**config.mk**
```make
export PLATFORM = sky130hd
export DESIGN_NAME = cpu
export DESIGN_NICKNAME = d
export VERILOG_FILES = /design/src/design/cpu_pkg.sv /design/src/design/core.sv /design/src/design/cpu.sv /design/src/design/data_cache.sv /design/src/design/internal_rom.sv /design/src/design/reg_file.sv
export SDC_FILE = /design/constraint.sdc
export NUM_CORES = 2
export LEC_CHECK = 0
export BUFFER_PORTS_ARGS = -buffer_cell sky130_fd_sc_hd__buf_2
export CAP_MARGIN = 15
export CORE_ASPECT_RATIO = 0.75
export CORE_MARGIN = 1.5
export CORE_UTILIZATION = 45
export CTS_BUF_LIST = sky130_fd_sc_hd__clkbuf_4
export CTS_CLUSTER_DIAMETER = 200
export CTS_CLUSTER_SIZE = 40
export DETAILED_ROUTE_END_ITERATION = 6
export PLACE_DENSITY_LB_ADDON = 0.05
export SETUP_SLACK_MARGIN = 0.2
export SKIP_CTS_REPAIR_TIMING = 1
export SLEW_MARGIN = 10
export SYNTH_ARGS = -nofsm -noshare
export SYNTH_HDL_FRONTEND = slang
export SYNTH_HIERARCHICAL = 1
export SYNTH_SLANG_ARGS = --single-unit
```
**constraint.sdc**
```tcl
create_clock -name clk_i -period 15.5 [get_ports clk_i]
set_clock_uncertainty 0.2 [all_clocks]
set_input_delay 1.55 -clock clk_i [delete_from_list [all_inputs] [get_ports clk_i]]
set_output_delay 1.55 -clock clk_i [all_outputs]
set_load 0.02 [all_outputs]
```
**src/design/cpu_pkg.sv**
```systemverilog
package cpu_pkg;

   // external line bus
   localparam int BUS_ADDRESS_WIDTH    = 20;
   localparam int BUS_DATA_WIDTH_SHIFT = 4;
   localparam int BUS_DATA_WIDTH       = (2 ** BUS_DATA_WIDTH_SHIFT) * 8;

   // data cache geometry, four lines
   localparam int DCACHE_INDEX_BITS = 2;
   localparam int DCACHE_TAG_BITS   =
      BUS_ADDRESS_WIDTH - DCACHE_INDEX_BITS - BUS_DATA_WIDTH_SHIFT;

   localparam int ROM_DEPTH_BITS = 5;

   // rv32i major opcodes
   localparam logic [6:0] OP_LUI    = 7'b0110111;
   localparam logic [6:0] OP_OP_IMM = 7'b0010011;
   localparam logic [6:0] OP_OP     = 7'b0110011;
   localparam logic [6:0] OP_LOAD   = 7'b0000011;
   localparam logic [6:0] OP_STORE  = 7'b0100011;
   localparam logic [6:0] OP_BRANCH = 7'b1100011;
   localparam logic [6:0] OP_JAL    = 7'b1101111;

   // core sequencer states
   localparam logic [1:0] CORE_FETCH = 2'd0;
   localparam logic [1:0] CORE_EXEC  = 2'd1;
   localparam logic [1:0] CORE_MEM   = 2'd2;

   // data cache bus sequencer states
   localparam logic [1:0] DC_IDLE  = 2'd0;
   localparam logic [1:0] DC_FILL  = 2'd1;
   localparam logic [1:0] DC_WRITE = 2'd2;
   localparam logic [1:0] DC_DONE  = 2'd3;

   typedef enum logic [1:0] {
      ALU_ADD,
      ALU_SUB,
      ALU_PASS_B
   } alu_sel_e;

   // one instruction word seen through each encoding format
   typedef union packed {
      struct packed {
         logic [6:0] funct7;
         logic [4:0] rs2;
         logic [4:0] rs1;
         logic [2:0] funct3;
         logic [4:0] rd;
         logic [6:0] opcode;
      } r_fmt;
      struct packed {
         logic [11:0] imm;
         logic [4:0]  rs1;
         logic [2:0]  funct3;
         logic [4:0]  rd;
         logic [6:0]  opcode;
      } i_fmt;
      // branches share this layout with the bits of the offset shuffled
      struct packed {
         logic [6:0] imm_hi;
         logic [4:0] rs2;
         logic [4:0] rs1;
         logic [2:0] funct3;
         logic [4:0] imm_lo;
         logic [6:0] opcode;
      } s_fmt;
      // also carries the raw jal offset bits
      struct packed {
         logic [19:0] imm;
         logic [4:0]  rd;
         logic [6:0]  opcode;
      } u_fmt;
   } instr_u;

endpackage

```
**src/design/core.sv**
```systemverilog
`timescale 1ns/10ps

module core (
   input  logic        clk_i,
   input  logic        rst_i,

   input  logic [31:0] instr_cache_data_i,
   output logic [31:2] instr_cache_address_o,

   input  logic [31:0] data_cache_data_i,
   output logic [31:0] data_cache_data_o,
   output logic [31:2] data_cache_address_o,
   output logic        data_cache_read_en_o,
   output logic [3:0]  data_cache_write_en_o,
   input  logic        data_cache_blocking_n_i
);

   logic [1:0]        state_q;
   logic [31:0]       pc_q;
   cpu_pkg::instr_u   instr_q;

   logic [31:0]       rs1_data;
   logic [31:0]       rs2_data;
   logic [31:0]       imm_i, imm_s, imm_b, imm_u, imm_j;

   cpu_pkg::alu_sel_e alu_sel;
   logic [31:0]       alu_b;
   logic [31:0]       alu_result;
   logic              wb_en;
   logic              is_load, is_store, is_beq, is_jal;

   logic [31:0]       link_pc;
   logic [31:0]       next_pc;
   logic              rf_we;
   logic [31:0]       rf_wdata;

   // immediates for every format, picked by the decoder
   assign imm_i = {{20{instr_q.i_fmt.imm[11]}}, instr_q.i_fmt.imm};
   assign imm_s = {{20{instr_q.s_fmt.imm_hi[6]}}, instr_q.s_fmt.imm_hi, instr_q.s_fmt.imm_lo};
   assign imm_b = {{20{instr_q.s_fmt.imm_hi[6]}}, instr_q.s_fmt.imm_lo[0],
                   instr_q.s_fmt.imm_hi[5:0], instr_q.s_fmt.imm_lo[4:1], 1'b0};
   assign imm_u = {instr_q.u_fmt.imm, 12'b0};
   assign imm_j = {{12{instr_q.u_fmt.imm[19]}}, instr_q.u_fmt.imm[7:0],
                   instr_q.u_fmt.imm[8], instr_q.u_fmt.imm[18:9], 1'b0};

   always_comb begin
      alu_sel  = cpu_pkg::ALU_ADD;
      alu_b    = rs2_data;
      wb_en    = 1'b0;
      is_load  = 1'b0;
      is_store = 1'b0;
      is_beq   = 1'b0;
      is_jal   = 1'b0;
      case (instr_q.r_fmt.opcode)
         cpu_pkg::OP_LUI: begin
            alu_sel = cpu_pkg::ALU_PASS_B;
            alu_b   = imm_u;
            wb_en   = 1'b1;
         end
         cpu_pkg::OP_OP_IMM: begin
            alu_b = imm_i;
            wb_en = (instr_q.i_fmt.funct3 == 3'b000);
         end
         cpu_pkg::OP_OP: begin
            if (instr_q.r_fmt.funct7[5]) begin
               alu_sel = cpu_pkg::ALU_SUB;
            end
            wb_en = (instr_q.r_fmt.funct3 == 3'b000);
         end
         cpu_pkg::OP_LOAD: begin
            alu_b   = imm_i;
            is_load = 1'b1;
         end
         cpu_pkg::OP_STORE: begin
            alu_b    = imm_s;
            is_store = 1'b1;
         end
         // beq compares through the subtractor
         cpu_pkg::OP_BRANCH: begin
            alu_sel = cpu_pkg::ALU_SUB;
            is_beq  = (instr_q.s_fmt.funct3 == 3'b000);
         end
         cpu_pkg::OP_JAL: begin
            wb_en  = 1'b1;
            is_jal = 1'b1;
         end
         default: begin
            wb_en = 1'b0;
         end
      endcase
   end

   always_comb begin
      case (alu_sel)
         cpu_pkg::ALU_SUB:    alu_result = rs1_data - alu_b;
         cpu_pkg::ALU_PASS_B: alu_result = alu_b;
         default:             alu_result = rs1_data + alu_b;
      endcase
   end

   assign link_pc = pc_q + 32'd4;
   assign next_pc = is_jal ? pc_q + imm_j :
                    (is_beq && alu_result == 32'd0) ? pc_q + imm_b : link_pc;

   // load data lands in the memory state once the cache stops blocking
   assign rf_we = (state_q == cpu_pkg::CORE_EXEC && wb_en) ||
                  (state_q == cpu_pkg::CORE_MEM && is_load && data_cache_blocking_n_i);
   assign rf_wdata = (state_q == cpu_pkg::CORE_MEM) ? data_cache_data_i :
                     is_jal ? link_pc : alu_result;

   assign instr_cache_address_o = pc_q[31:2];
   assign data_cache_address_o  = alu_result[31:2];
   assign data_cache_data_o     = rs2_data;
   assign data_cache_read_en_o  = (state_q == cpu_pkg::CORE_EXEC) && is_load;
   assign data_cache_write_en_o = ((state_q == cpu_pkg::CORE_EXEC) && is_store) ? 4'hf : 4'h0;

   always_ff @(posedge clk_i) begin
      if (rst_i) begin
         state_q <= cpu_pkg::CORE_FETCH;
         pc_q    <= 32'd0;
      end else begin
         case (state_q)
            cpu_pkg::CORE_FETCH: state_q <= cpu_pkg::CORE_EXEC;
            cpu_pkg::CORE_EXEC: begin
               if (is_load || is_store) begin
                  state_q <= cpu_pkg::CORE_MEM;
               end else begin
                  pc_q    <= next_pc;
                  state_q <= cpu_pkg::CORE_FETCH;
               end
            end
            cpu_pkg::CORE_MEM: begin
               if (data_cache_blocking_n_i) begin
                  pc_q    <= link_pc;
                  state_q <= cpu_pkg::CORE_FETCH;
               end
            end
            default: state_q <= cpu_pkg::CORE_FETCH;
         endcase
      end
   end

   always_ff @(posedge clk_i) begin
      if (state_q == cpu_pkg::CORE_FETCH) begin
         instr_q <= instr_cache_data_i;
      end
   end

   reg_file rf0 (
      .clk_i      (clk_i),
      .rst_i      (rst_i),
      .rs1_i      (instr_q.r_fmt.rs1),
      .rs2_i      (instr_q.r_fmt.rs2),
      .rd_i       (instr_q.r_fmt.rd),
      .rd_data_i  (rf_wdata),
      .rd_we_i    (rf_we),
      .rs1_data_o (rs1_data),
      .rs2_data_o (rs2_data)
   );

endmodule

```
**src/design/cpu.sv**
```systemverilog
`timescale 1ns/10ps

module cpu (
   input  logic clk_i,
   input  logic rst_i,

   output logic [cpu_pkg::BUS_ADDRESS_WIDTH-1:cpu_pkg::BUS_DATA_WIDTH_SHIFT] bus_addr_o,
   output logic [cpu_pkg::BUS_DATA_WIDTH-1:0] bus_data_o,
   output logic bus_we_o,
   output logic bus_valid_o,

   input  logic [cpu_pkg::BUS_DATA_WIDTH-1:0] bus_data_i,
   input  logic bus_valid_i
);

   logic [31:2] icache_address;
   logic [31:0] rom_data;

   logic [31:2] dcache_address;
   logic [31:0] dcache_data_r;
   logic [31:0] dcache_data_w;
   logic        dcache_read_en;
   logic [3:0]  dcache_write_en;
   logic        dcache_blocking_n;

   core core0 (
      .clk_i                   (clk_i),
      .rst_i                   (rst_i),
      .instr_cache_data_i      (rom_data),
      .instr_cache_address_o   (icache_address),
      .data_cache_data_i       (dcache_data_r),
      .data_cache_data_o       (dcache_data_w),
      .data_cache_address_o    (dcache_address),
      .data_cache_read_en_o    (dcache_read_en),
      .data_cache_write_en_o   (dcache_write_en),
      .data_cache_blocking_n_i (dcache_blocking_n)
   );

   // instructions always come from the rom, indexed by word
   internal_rom rom0 (
      .address_i (icache_address[cpu_pkg::ROM_DEPTH_BITS+1:2]),
      .data_o    (rom_data)
   );

   data_cache dcache0 (
      .clk_i        (clk_i),
      .rst_i        (rst_i),
      .addr_i       (dcache_address),
      .data_i       (dcache_data_w),
      .read_en_i    (dcache_read_en),
      .write_en_i   (dcache_write_en),
      .data_o       (dcache_data_r),
      .blocking_n_o (dcache_blocking_n),
      .bus_addr_o   (bus_addr_o),
      .bus_data_o   (bus_data_o),
      .bus_we_o     (bus_we_o),
      .bus_valid_o  (bus_valid_o),
      .bus_data_i   (bus_data_i),
      .bus_valid_i  (bus_valid_i)
   );

endmodule

```
**src/design/data_cache.sv**
```systemverilog
`timescale 1ns/10ps

module data_cache (
   input  logic        clk_i,
   input  logic        rst_i,

   input  logic [31:2] addr_i,
   input  logic [31:0] data_i,
   input  logic        read_en_i,
   input  logic [3:0]  write_en_i,
   output logic [31:0] data_o,
   output logic        blocking_n_o,

   output logic [cpu_pkg::BUS_ADDRESS_WIDTH-1:cpu_pkg::BUS_DATA_WIDTH_SHIFT] bus_addr_o,
   output logic [cpu_pkg::BUS_DATA_WIDTH-1:0] bus_data_o,
   output logic        bus_we_o,
   output logic        bus_valid_o,
   input  logic [cpu_pkg::BUS_DATA_WIDTH-1:0] bus_data_i,
   input  logic        bus_valid_i
);

   logic [cpu_pkg::BUS_DATA_WIDTH-1:0]         lines_q [2**cpu_pkg::DCACHE_INDEX_BITS];
   logic [cpu_pkg::DCACHE_TAG_BITS-1:0]        tags_q  [2**cpu_pkg::DCACHE_INDEX_BITS];
   logic [2**cpu_pkg::DCACHE_INDEX_BITS-1:0]   valid_q;
   logic [1:0]                                 state_q;

   logic [cpu_pkg::DCACHE_INDEX_BITS-1:0]      req_index, req_index_q;
   logic [cpu_pkg::DCACHE_TAG_BITS-1:0]        req_tag, req_tag_q;
   logic [cpu_pkg::BUS_DATA_WIDTH_SHIFT-3:0]   req_word, req_word_q;
   logic [31:0]                                req_data_q;
   logic                                       req_store_q;

   logic                                       store_req, req_valid, hit, fill_done;
   logic [cpu_pkg::BUS_DATA_WIDTH-1:0]         hit_line, hit_merged, fill_line;

   function automatic logic [cpu_pkg::BUS_DATA_WIDTH-1:0] merge_word(
      input logic [cpu_pkg::BUS_DATA_WIDTH-1:0]       line,
      input logic [cpu_pkg::BUS_DATA_WIDTH_SHIFT-3:0] word,
      input logic [31:0]                              data
   );
      logic [cpu_pkg::BUS_DATA_WIDTH-1:0] merged;
      merged = line;
      merged[word*32 +: 32] = data;
      return merged;
   endfunction

   // index xor-folds the two lowest line-address bit pairs, so lines 0x001 and 0x004 collide
   assign req_index = addr_i[cpu_pkg::BUS_DATA_WIDTH_SHIFT +: cpu_pkg::DCACHE_INDEX_BITS] ^
                      addr_i[cpu_pkg::BUS_DATA_WIDTH_SHIFT + cpu_pkg::DCACHE_INDEX_BITS +:
                             cpu_pkg::DCACHE_INDEX_BITS];
   assign req_tag   = addr_i[cpu_pkg::BUS_ADDRESS_WIDTH-1 -: cpu_pkg::DCACHE_TAG_BITS];
   assign req_word  = addr_i[cpu_pkg::BUS_DATA_WIDTH_SHIFT-1:2];

   assign store_req  = (write_en_i == 4'hf);
   assign req_valid  = (state_q == cpu_pkg::DC_IDLE) && (read_en_i || store_req);
   assign hit        = valid_q[req_index] && (tags_q[req_index] == req_tag);
   assign fill_done  = (state_q == cpu_pkg::DC_FILL) && bus_valid_i;
   assign hit_line   = lines_q[req_index];
   assign hit_merged = merge_word(hit_line, req_word, data_i);
   assign fill_line  = req_store_q ? merge_word(bus_data_i, req_word_q, req_data_q) : bus_data_i;

   assign blocking_n_o = (state_q == cpu_pkg::DC_IDLE) || (state_q == cpu_pkg::DC_DONE);

   // bus strobes and line valid bits
   always_ff @(posedge clk_i) begin
      if (rst_i) begin
         state_q     <= cpu_pkg::DC_IDLE;
         valid_q     <= '0;
         bus_valid_o <= 1'b0;
         bus_we_o    <= 1'b0;
      end else begin
         bus_valid_o <= 1'b0;
         case (state_q)
            cpu_pkg::DC_IDLE: begin
               // stores always go out, loads only on a miss
               if (req_valid && (store_req || !hit)) begin
                  bus_valid_o <= 1'b1;
                  bus_we_o    <= store_req && hit;
                  state_q     <= (store_req && hit) ? cpu_pkg::DC_WRITE : cpu_pkg::DC_FILL;
               end
            end
            cpu_pkg::DC_FILL: begin
               if (bus_valid_i) begin
                  valid_q[req_index_q] <= 1'b1;
                  if (req_store_q) begin
                     bus_valid_o <= 1'b1;
                     bus_we_o    <= 1'b1;
                     state_q     <= cpu_pkg::DC_WRITE;
                  end else begin
                     state_q <= cpu_pkg::DC_DONE;
                  end
               end
            end
            cpu_pkg::DC_WRITE: begin
               if (bus_valid_i) begin
                  bus_we_o <= 1'b0;
                  state_q  <= cpu_pkg::DC_DONE;
               end
            end
            default: state_q <= cpu_pkg::DC_IDLE;
         endcase
      end
   end

   always_ff @(posedge clk_i) begin
      if (req_valid) begin
         req_index_q <= req_index;
         req_tag_q   <= req_tag;
         req_word_q  <= req_word;
         req_data_q  <= data_i;
         req_store_q <= store_req;
         bus_addr_o  <= addr_i[cpu_pkg::BUS_ADDRESS_WIDTH-1:cpu_pkg::BUS_DATA_WIDTH_SHIFT];
         data_o      <= hit_line[req_word*32 +: 32];
         if (store_req && hit) begin
            lines_q[req_index] <= hit_merged;
            bus_data_o         <= hit_merged;
         end
      end
      // a store miss merges its word into the fetched line before writing it back
      if (fill_done) begin
         lines_q[req_index_q] <= fill_line;
         tags_q[req_index_q]  <= req_tag_q;
         bus_data_o           <= fill_line;
         data_o               <= bus_data_i[req_word_q*32 +: 32];
      end
   end

endmodule

```
**src/design/internal_rom.sv**
```systemverilog
`timescale 1ns/10ps

module internal_rom (
   input  logic [cpu_pkg::ROM_DEPTH_BITS-1:0] address_i,
   output logic [31:0]                        data_o
);

   cpu_pkg::instr_u word;

   always_comb begin
      case (address_i)
         // lw x1, 0x10(x0) and lw x2, 0x14(x0), same line
         5'd0: word.i_fmt = '{12'h010, 5'd0, 3'b010, 5'd1, cpu_pkg::OP_LOAD};
         5'd1: word.i_fmt = '{12'h014, 5'd0, 3'b010, 5'd2, cpu_pkg::OP_LOAD};
         // add x3, x1, x2 then sw x3, 0x18(x0)
         5'd2: word.r_fmt = '{7'h00, 5'd2, 5'd1, 3'b000, 5'd3, cpu_pkg::OP_OP};
         5'd3: word.s_fmt = '{7'h00, 5'd3, 5'd0, 3'b010, 5'h18, cpu_pkg::OP_STORE};
         // x4 = 0x5a5a0123, stored to 0x40 which evicts line 0x001
         5'd4: word.u_fmt = '{20'h5a5a0, 5'd4, cpu_pkg::OP_LUI};
         5'd5: word.i_fmt = '{12'h123, 5'd4, 3'b000, 5'd4, cpu_pkg::OP_OP_IMM};
         5'd6: word.s_fmt = '{7'h02, 5'd4, 5'd0, 3'b010, 5'h00, cpu_pkg::OP_STORE};
         // reload 0x10 and copy it to 0x1c
         5'd7: word.i_fmt = '{12'h010, 5'd0, 3'b010, 5'd5, cpu_pkg::OP_LOAD};
         5'd8: word.s_fmt = '{7'h00, 5'd5, 5'd0, 3'b010, 5'h1c, cpu_pkg::OP_STORE};
         // sub x6, x5, x1 is zero when the reload matches, beq then jumps +16
         5'd9:  word.r_fmt = '{7'h20, 5'd1, 5'd5, 3'b000, 5'd6, cpu_pkg::OP_OP};
         5'd10: word.s_fmt = '{7'h00, 5'd0, 5'd6, 3'b000, 5'b10000, cpu_pkg::OP_BRANCH};
         // skipped: x7 = 0x1000 - 0x453 = 0xbad, sw x7, 0x44(x0)
         5'd11: word.u_fmt = '{20'h00001, 5'd7, cpu_pkg::OP_LUI};
         5'd12: word.i_fmt = '{12'hbad, 5'd7, 3'b000, 5'd7, cpu_pkg::OP_OP_IMM};
         5'd13: word.s_fmt = '{7'h02, 5'd7, 5'd0, 3'b010, 5'h04, cpu_pkg::OP_STORE};
         // jal x0, 0 holds the core here
         default: word.u_fmt = '{20'h00000, 5'd0, cpu_pkg::OP_JAL};
      endcase
   end

   assign data_o = word;

endmodule

```
**src/design/reg_file.sv**
```systemverilog
`timescale 1ns/10ps

module reg_file (
   input  logic        clk_i,
   input  logic        rst_i,
   input  logic [4:0]  rs1_i,
   input  logic [4:0]  rs2_i,
   input  logic [4:0]  rd_i,
   input  logic [31:0] rd_data_i,
   input  logic        rd_we_i,
   output logic [31:0] rs1_data_o,
   output logic [31:0] rs2_data_o
);

   logic [31:0] regs_q [32];

   // x0 is cleared by reset and never written, so it always reads zero
   always_ff @(posedge clk_i) begin
      if (rst_i) begin
         for (int i = 0; i < 32; i++) begin
            regs_q[i] <= 32'd0;
         end
      end else if (rd_we_i && rd_i != 5'd0) begin
         regs_q[rd_i] <= rd_data_i;
      end
   end

   assign rs1_data_o = regs_q[rs1_i];
   assign rs2_data_o = regs_q[rs2_i];

endmodule

```
-- Word level (Yosys, flattened, before mapping)
Memories as Yosys holds them, arrays and structs flattened. A register that Yosys moved wholly into a read port is not among the register bits.
Index checks and enable logic that the tools add are counted.
Widths: inputs -> output; s select.
- add/subtract/negate cells: 7
- magnitude comparators: 3
- equal/unequal tests: 22
- shifts and indexed selects: 6
- mux-type cells: 63
- bitwise gates (word level): 2
- reduce and logical (&&, ||, !) cells: 38
- operator list (kind ; number):
    $mux 128 ; 5
    $mux 32 ; 9
    $bwmux 128 ; 2
    $shift 32x34->128 const A ; 2
    $shiftx 128x8->32 ; 2
    $shiftx 32x34->128 ; 2
    $pmux 32 s2 ; 2
    $reduce_or 128->1 ; 1
    $add 32x32->32 ; 3
    $pmux 32 s3 ; 1
    $neg 7->34 ; 2
    $add 32x3->32 const B ; 1
    $logic_not 32->1 ; 1
    $reduce_or 32->1 ; 1
    $sub 32x32->32 ; 1
    $mux 1 ; 27
    $eq 7x6->1 const B ; 3
    $pmux 2 s3 ; 3
    $eq 14x14->1 ; 1
    $eq 7x7->1 const B ; 2
    $mux 2 ; 7
    $logic_and 1x1->1 ; 13
    $eq 2x2->1 const B ; 4
    $ne 2x2->1 const B ; 4
    other kinds (26) ; 42
- flip-flop bits (word level): 301
- memory bits (writable): 1592
- ROM bits: 448
- word-level logic and storage cells: 160
- memories: 4
- memories (memory ; words ; bits a word ; read ports ; clocked after memory_dff ; wr ports ; RTL line ; text):
    core0.rf0.regs_q ; 32 ; 32 ; 2 ; 0 ; 32 ; reg_file.sv:15 ; logic [31:0] regs_q [32];
    dcache0.lines_q ; 4 ; 128 ; 1 ; 0 ; 1 ; data_cache.sv:22 ; logic [cpu_pkg::BUS_DATA_WIDTH-1:0] lines_q [2**cpu_pkg::DCACHE_INDEX_BITS];
    (name not given) ; 16 ; 28 ; 1 ; 1 ; 0 ; internal_rom.sv:11 ; case (address_i)
    dcache0.tags_q ; 4 ; 14 ; 1 ; 0 ; 1 ; data_cache.sv:23 ; logic [cpu_pkg::DCACHE_TAG_BITS-1:0] tags_q [2**cpu_pkg::DCACHE_INDEX_BITS];

-- Longest topological paths before layout
- word-level depth: 14
- mapped depth: 34
- gate-level depth less buffers: 29

-- Hierarchy
Netlist, hierarchy kept.
- by module, submodules not included (module ; instances ; cells each ; area an instance (µm²) ; sequential area each (µm²)):
    reg_file ; 1 ; 4605 ; 55888.6 ; 30749.5
    data_cache ; 1 ; 1798 ; 32984.1 ; 23612.6
    core ; 1 ; 1523 ; 10677.7 ; 1621.6
    internal_rom ; 1 ; 88 ; 601.8 ; 0.0

-- Worst setup path before layout
Ideal clock, no wire load.
- path type: flip-flop to flip-flop
- start: register core0/instr_q[21] (netlist name)
- end: register dcache0/bus_data_o[0] (netlist name), enable pin
- setup time: 802 ps
- arrival time: 15138 ps
- data required time: 14498 ps
- path slack: -640 ps
- stages on the path, launching flop included: 29
- buffers on the path: 6
- cells stage by stage: edfxtp_1 > buf_2 > buf_6 > buf_4 > clkbuf_4 > mux2i_1 > a22oi_1 > nand3_1 > nand3_1 > a32oi_1 > ha_1 > o31ai_1 > a21oi_1 > a2111oi_0 > nor2_1 > ha_1 > o21ai_0 > o21ai_0 > o21ai_0 > xor2_1 > nor2_1 > buf_2 > xnor2_1 > mux4_2 > xor2_1 > or4_1 > or3_1 > clkbuf_1 > o31ai_1
- longest elaborated chain between the ends: 11
- ends and longest elaborated chain (what ; RTL line ; text):
    from (decl) ; core.sv:20 ; cpu_pkg::instr_u instr_q;
    $mem_v2 32x32 (*) ; n/a ;
    named net dcache_data_w[1] ; cpu.sv:21 ; logic [31:0] dcache_data_w;
    $pmux 32 s3 (*) ; core.sv:54 ; case (instr_q.r_fmt.opcode)
    $add 32x32->32 or $sub 32x32->32 (tied branches) ; core.sv:97, core.sv:95 ;
    $pmux 32 s2 (*) ; core.sv:94 ; case (alu_sel)
    named net dcache_address, one bit ; cpu.sv:19 ; logic [31:2] dcache_address;
    $xor 2x2->2 ; data_cache.sv:48 ; assign req_index = addr_i[cpu_pkg::BUS_DATA_WIDTH_SHIFT +: cpu_pkg::DCACHE_INDEX_BITS] ^
    $mem_v2 4x14 or $bmux 1 s2 (tied branches) ; n/a ;
    $eq 14x14->1 or $mux 1 (tied branches) ; data_cache.sv:56 ; assign hit = valid_q[req_index] && (tags_q[req_index] == req_tag);
    $logic_and 1x1->1 (*) ; data_cache.sv:56 ;
    $logic_and 1x1->1 (*) ; data_cache.sv:114 ; if (store_req && hit) begin
    $reduce_bool 2->1 (no source line) (*) ; n/a ;
    $reduce_and 2->1 (no source line) (*) ; n/a ;
    to (signal assigned) ; data_cache.sv:116 ; bus_data_o <= hit_merged;
    to (signal assigned) ; data_cache.sv:123 ; bus_data_o <= fill_line;
    to (decl) ; data_cache.sv:15 ; output logic [cpu_pkg::BUS_DATA_WIDTH-1:0] bus_data_o,
The timed path passes the listed nets; every way through them passes the cells marked *. The select of a mux whose other input is x is not followed.
A chain may end at the register's enable or synchronous reset.

-- Final worst setup path
- start: register core0/instr_q[21] (netlist name)
- end: memory dcache0/lines_q[0][110] (netlist name), enable pin
- longest elaborated chain between the ends: 13
- ends and longest elaborated chain (what ; RTL line ; text):
    $mem_v2 32x32 (*) ; n/a ;
    named net dcache_data_w[1] ; cpu.sv:21 ;
    $pmux 32 s3 (*) ; core.sv:54 ;
    $add 32x32->32 or $sub 32x32->32 (tied branches) ; core.sv:97, core.sv:95 ;
    $pmux 32 s2 (*) ; core.sv:94 ;
    named net dcache_address, one bit ; cpu.sv:19 ;
    $xor 2x2->2 ; data_cache.sv:48 ;
    $mem_v2 4x14 or $bmux 1 s2 (tied branches) ; n/a ;
    $eq 14x14->1 or $mux 1 (tied branches) ; data_cache.sv:56 ;
    $logic_and 1x1->1 ; data_cache.sv:56 ;
    $logic_and 1x1->1 ; data_cache.sv:114 ;
    $mux 1 ; data_cache.sv:114 ;
    $mux 1 ; data_cache.sv:106 ; if (req_valid) begin
    $mux 1 (not written as such) ; data_cache.sv:115 ; lines_q[req_index] <= hit_merged;
    $mux 1 (no source line) ; n/a ;
    to (decl) ; data_cache.sv:22 ;
Marked as above.

==> results.json <==
{
  "h-tree-depth": 2,
  "yosysWarnings": 6,
  "chipWidth_um": 547.7,
  "rrSetupSlack_ns": 3.41,
  "syn2layout_area_growth_pct": 5.241,
  "cts.sinks": 1878,
  "startpoint_type": "flip-flop",
  "io_buffers": 276,
  "drv_cap": 0,
  "regToRegStartpoint": "core0/instr_q[21]$_DFFE_PP_",
  "tns_ns": 0,
  "path_class": "reg -> reg",
  "post_route_cells_drive_above_1_share_pct": 12.38,
  "vias": 71520,
  "fin_crit_sh_pct": 77.97,
  "antenna_found_initial": 22,
  "setup_violations": 0,
  "placementRows": 149,
  "critPathCaptureType": "flip-flop",
  "avgRoutedWirePerCell_um": 34.72,
  "cts_buffers": 52,
  "min_from": "dcache0/bus_we_o$_SDFFE_PP0P_",
  "viasPerCell": 6.546,
  "reg2reg_depth": 27,
  "critPathMaxFanout": 102,
  "grt_max_degree": 129,
  "wl_met2_um": 156000,
  "tightest_slew_ns": 1.294,
  "min_period_ns": 12.09,
  "grt_pass1_vias": 67020,
  "slew_headroom_pct": 13.74,
  "track_usage_pct": 32.77,
  "rsz0062_at_grt": "false",
  "first_iter_violations": 9583,
  "ant_nets": 0,
  "initial_core_util_pct": 45.41,
  "outcome": "finished, violations left",
  "fmax_mhz": 82.74,
  "layout.nets": 8166,
  "netlist_instances": 8013,
  "place.gp.congestion": 0.9577,
  "violations": "DRC",
  "cts_tree": "yes",
  "grt_pass1_wl_um": 527300,
  "worst_ep_arrival_time_ns": 12.91,
  "pin_count": 277,
  "netlist_area_mm2": 0.1001,
  "fin_cells": 10930,
  "wl_um": 379300,
  "final_hold_viol_count": 0,
  "hold_path_class": "reg -> reg",
  "die_area_mm2": 0.2254,
  "core-area_mm2": 0.2205,
  "wl_met1_um": 171800,
  "hold_depth": 2,
  "clkTransAtPathRegs_ns": 0.41,
  "grt_overflow": 0,
  "clock_latency_ns": 1.39,
  "drc": 3,
  "finalMaxSlewViolations": 0,
  "r2r_end": "dcache0/lines_q[0][110]$_DFFE_PP_",
  "clock_path_buffers": 3,
  "dp_hpwl_um": 237600,
  "route.met3.wl_um": 40740,
  "cp-startpoint": "core0/instr_q[21]$_DFFE_PP_",
  "clockRootBuffer": "clkbuf_4",
  "avgSynthCellArea_um2": 12.50,
  "crit_required_ns": 16.32,
  "dr.max_layer_used": "met5",
  "fp.dieH_um": 411.6,
  "place_inst": 10820,
  "dr.pass1.iters": 7,
  "hold-path-endpoint": "dcache0/bus_we_o$_SDFFE_PP0P_"
}
==> cell usage in the layout (no fill, tap or decap), drive strengths merged, types with 12 or more instances in the layout <==
cell type	count
o21ai	128
nand4	35
xor2	48
o211ai	21
buf	516
and2	1020
o21bai	18
inv	70
xnor2	64
nand3	254
mux4	193
or3	16
diode	26
and3	28
o31ai	22
nor3	116
a211oi	31
nand2b	29
conb	36
mux2i	1058
clkbuf	72
nand2	490
a31oi	95
a21oi	341
nor4	21
a311oi	14
nor2b	24
o21a	19
a21boi	12
a22o	137
a22oi	205
edfxtp	1837
nor2	347
a221oi	266
a21o	43
ha	96
or2	45
dfxtp	41
==> final cells by class <==
class | instances | area [um^2]
fill | 19540 | 115100
sequential | 1878 | 55980
multi-input combinational | 5416 | 41380
tap | 2944 | 3684
timing repair buffer | 517 | 3433
clock buffer | 71 | 533.0
inverter | 71 | 271.5
antenna | 26 | 65.06
clock inverter | 3 | 42.54
==> stage by stage <==
step,area (um^2),setup WS (ns),utilization (%),hold WS (ns)
floorplan,100300,2.514,-,0.2402
global placement,104700,3.850,47.47,0.2651
detailed placement,104700,3.821,47.48,0.2700
CTS,105300,3.733,47.74,0.2905
global route,105300,2.884,47.76,0.2955
finish,105400,3.414,47.79,0.2952
==> critical path: stages (launching register included) <==
cell      delay, ns
edfxtp_1       1.11
buf_12         0.61
mux2i_1        0.29
a22o_1         0.18
nor3_1         0.06
a31oi_1        0.52
nand3_1        0.52
a32oi_1        0.47
ha_1           0.24
o31ai_1        0.12
a211oi_1       0.28
nor2_1         0.08
ha_1           0.41
o21ai_0        0.16
o21ai_0        0.21
o21ai_0        0.15
xor2_1         0.60
nor2_1         0.40
xnor2_2        0.33
buf_4          0.75
mux2i_1        0.35
nor3b_1        0.08
or4_1          0.53
or3_1          0.48
nor4_1         0.57
nand4_1        0.34
o21bai_4       0.83
buf_12         0.50
==> state kept, by name, summed over array words and instances, names as in the netlist, 4 cells and up <==
register and count:
dcache0/bus_addr_o 16, dcache0/tags_q 56, core0/pc_q 31, dcache0/bus_data_o 128, dcache0/data_o 32, dcache0/req_data_q 32
core0/instr_q 32, dcache0/valid_q 4, dcache0/lines_q 512, core0/rf0/regs_q 1024
==> routing by layer <==
layer / global-route usage [%] / vias up
met4: 8.388 / 20
met1: 50.83 / 36770
met2: 45.79 / 4090
met3: 7.181 / 483
met5: 1.030 / -
li1: - / 30160
==> worst max path at each step <==
stage | endpoint | slack, ns | depth (start not counted)
final | dcache0/lines_q[0][110]$_DFFE_PP_ | 3.41 | 27
after detailed placement | dcache0/lines_q[0][112]$_DFFE_PP_ | 3.82 | 27
after global routing | dcache0/lines_q[0][109]$_DFFE_PP_ | 2.88 | 27
after floorplan | dcache0/lines_q[2][0]$_DFFE_PP_ | 2.51 | 30
after global placement | dcache0/lines_q[0][71]$_DFFE_PP_ | 3.85 | 30
after CTS | dcache0/lines_q[0][79]$_DFFE_PP_ | 3.73 | 27
Power is left out: the tool's default activity adds up to more than one toggle a clock period on the data nets, which glitch-free logic cannot reach.
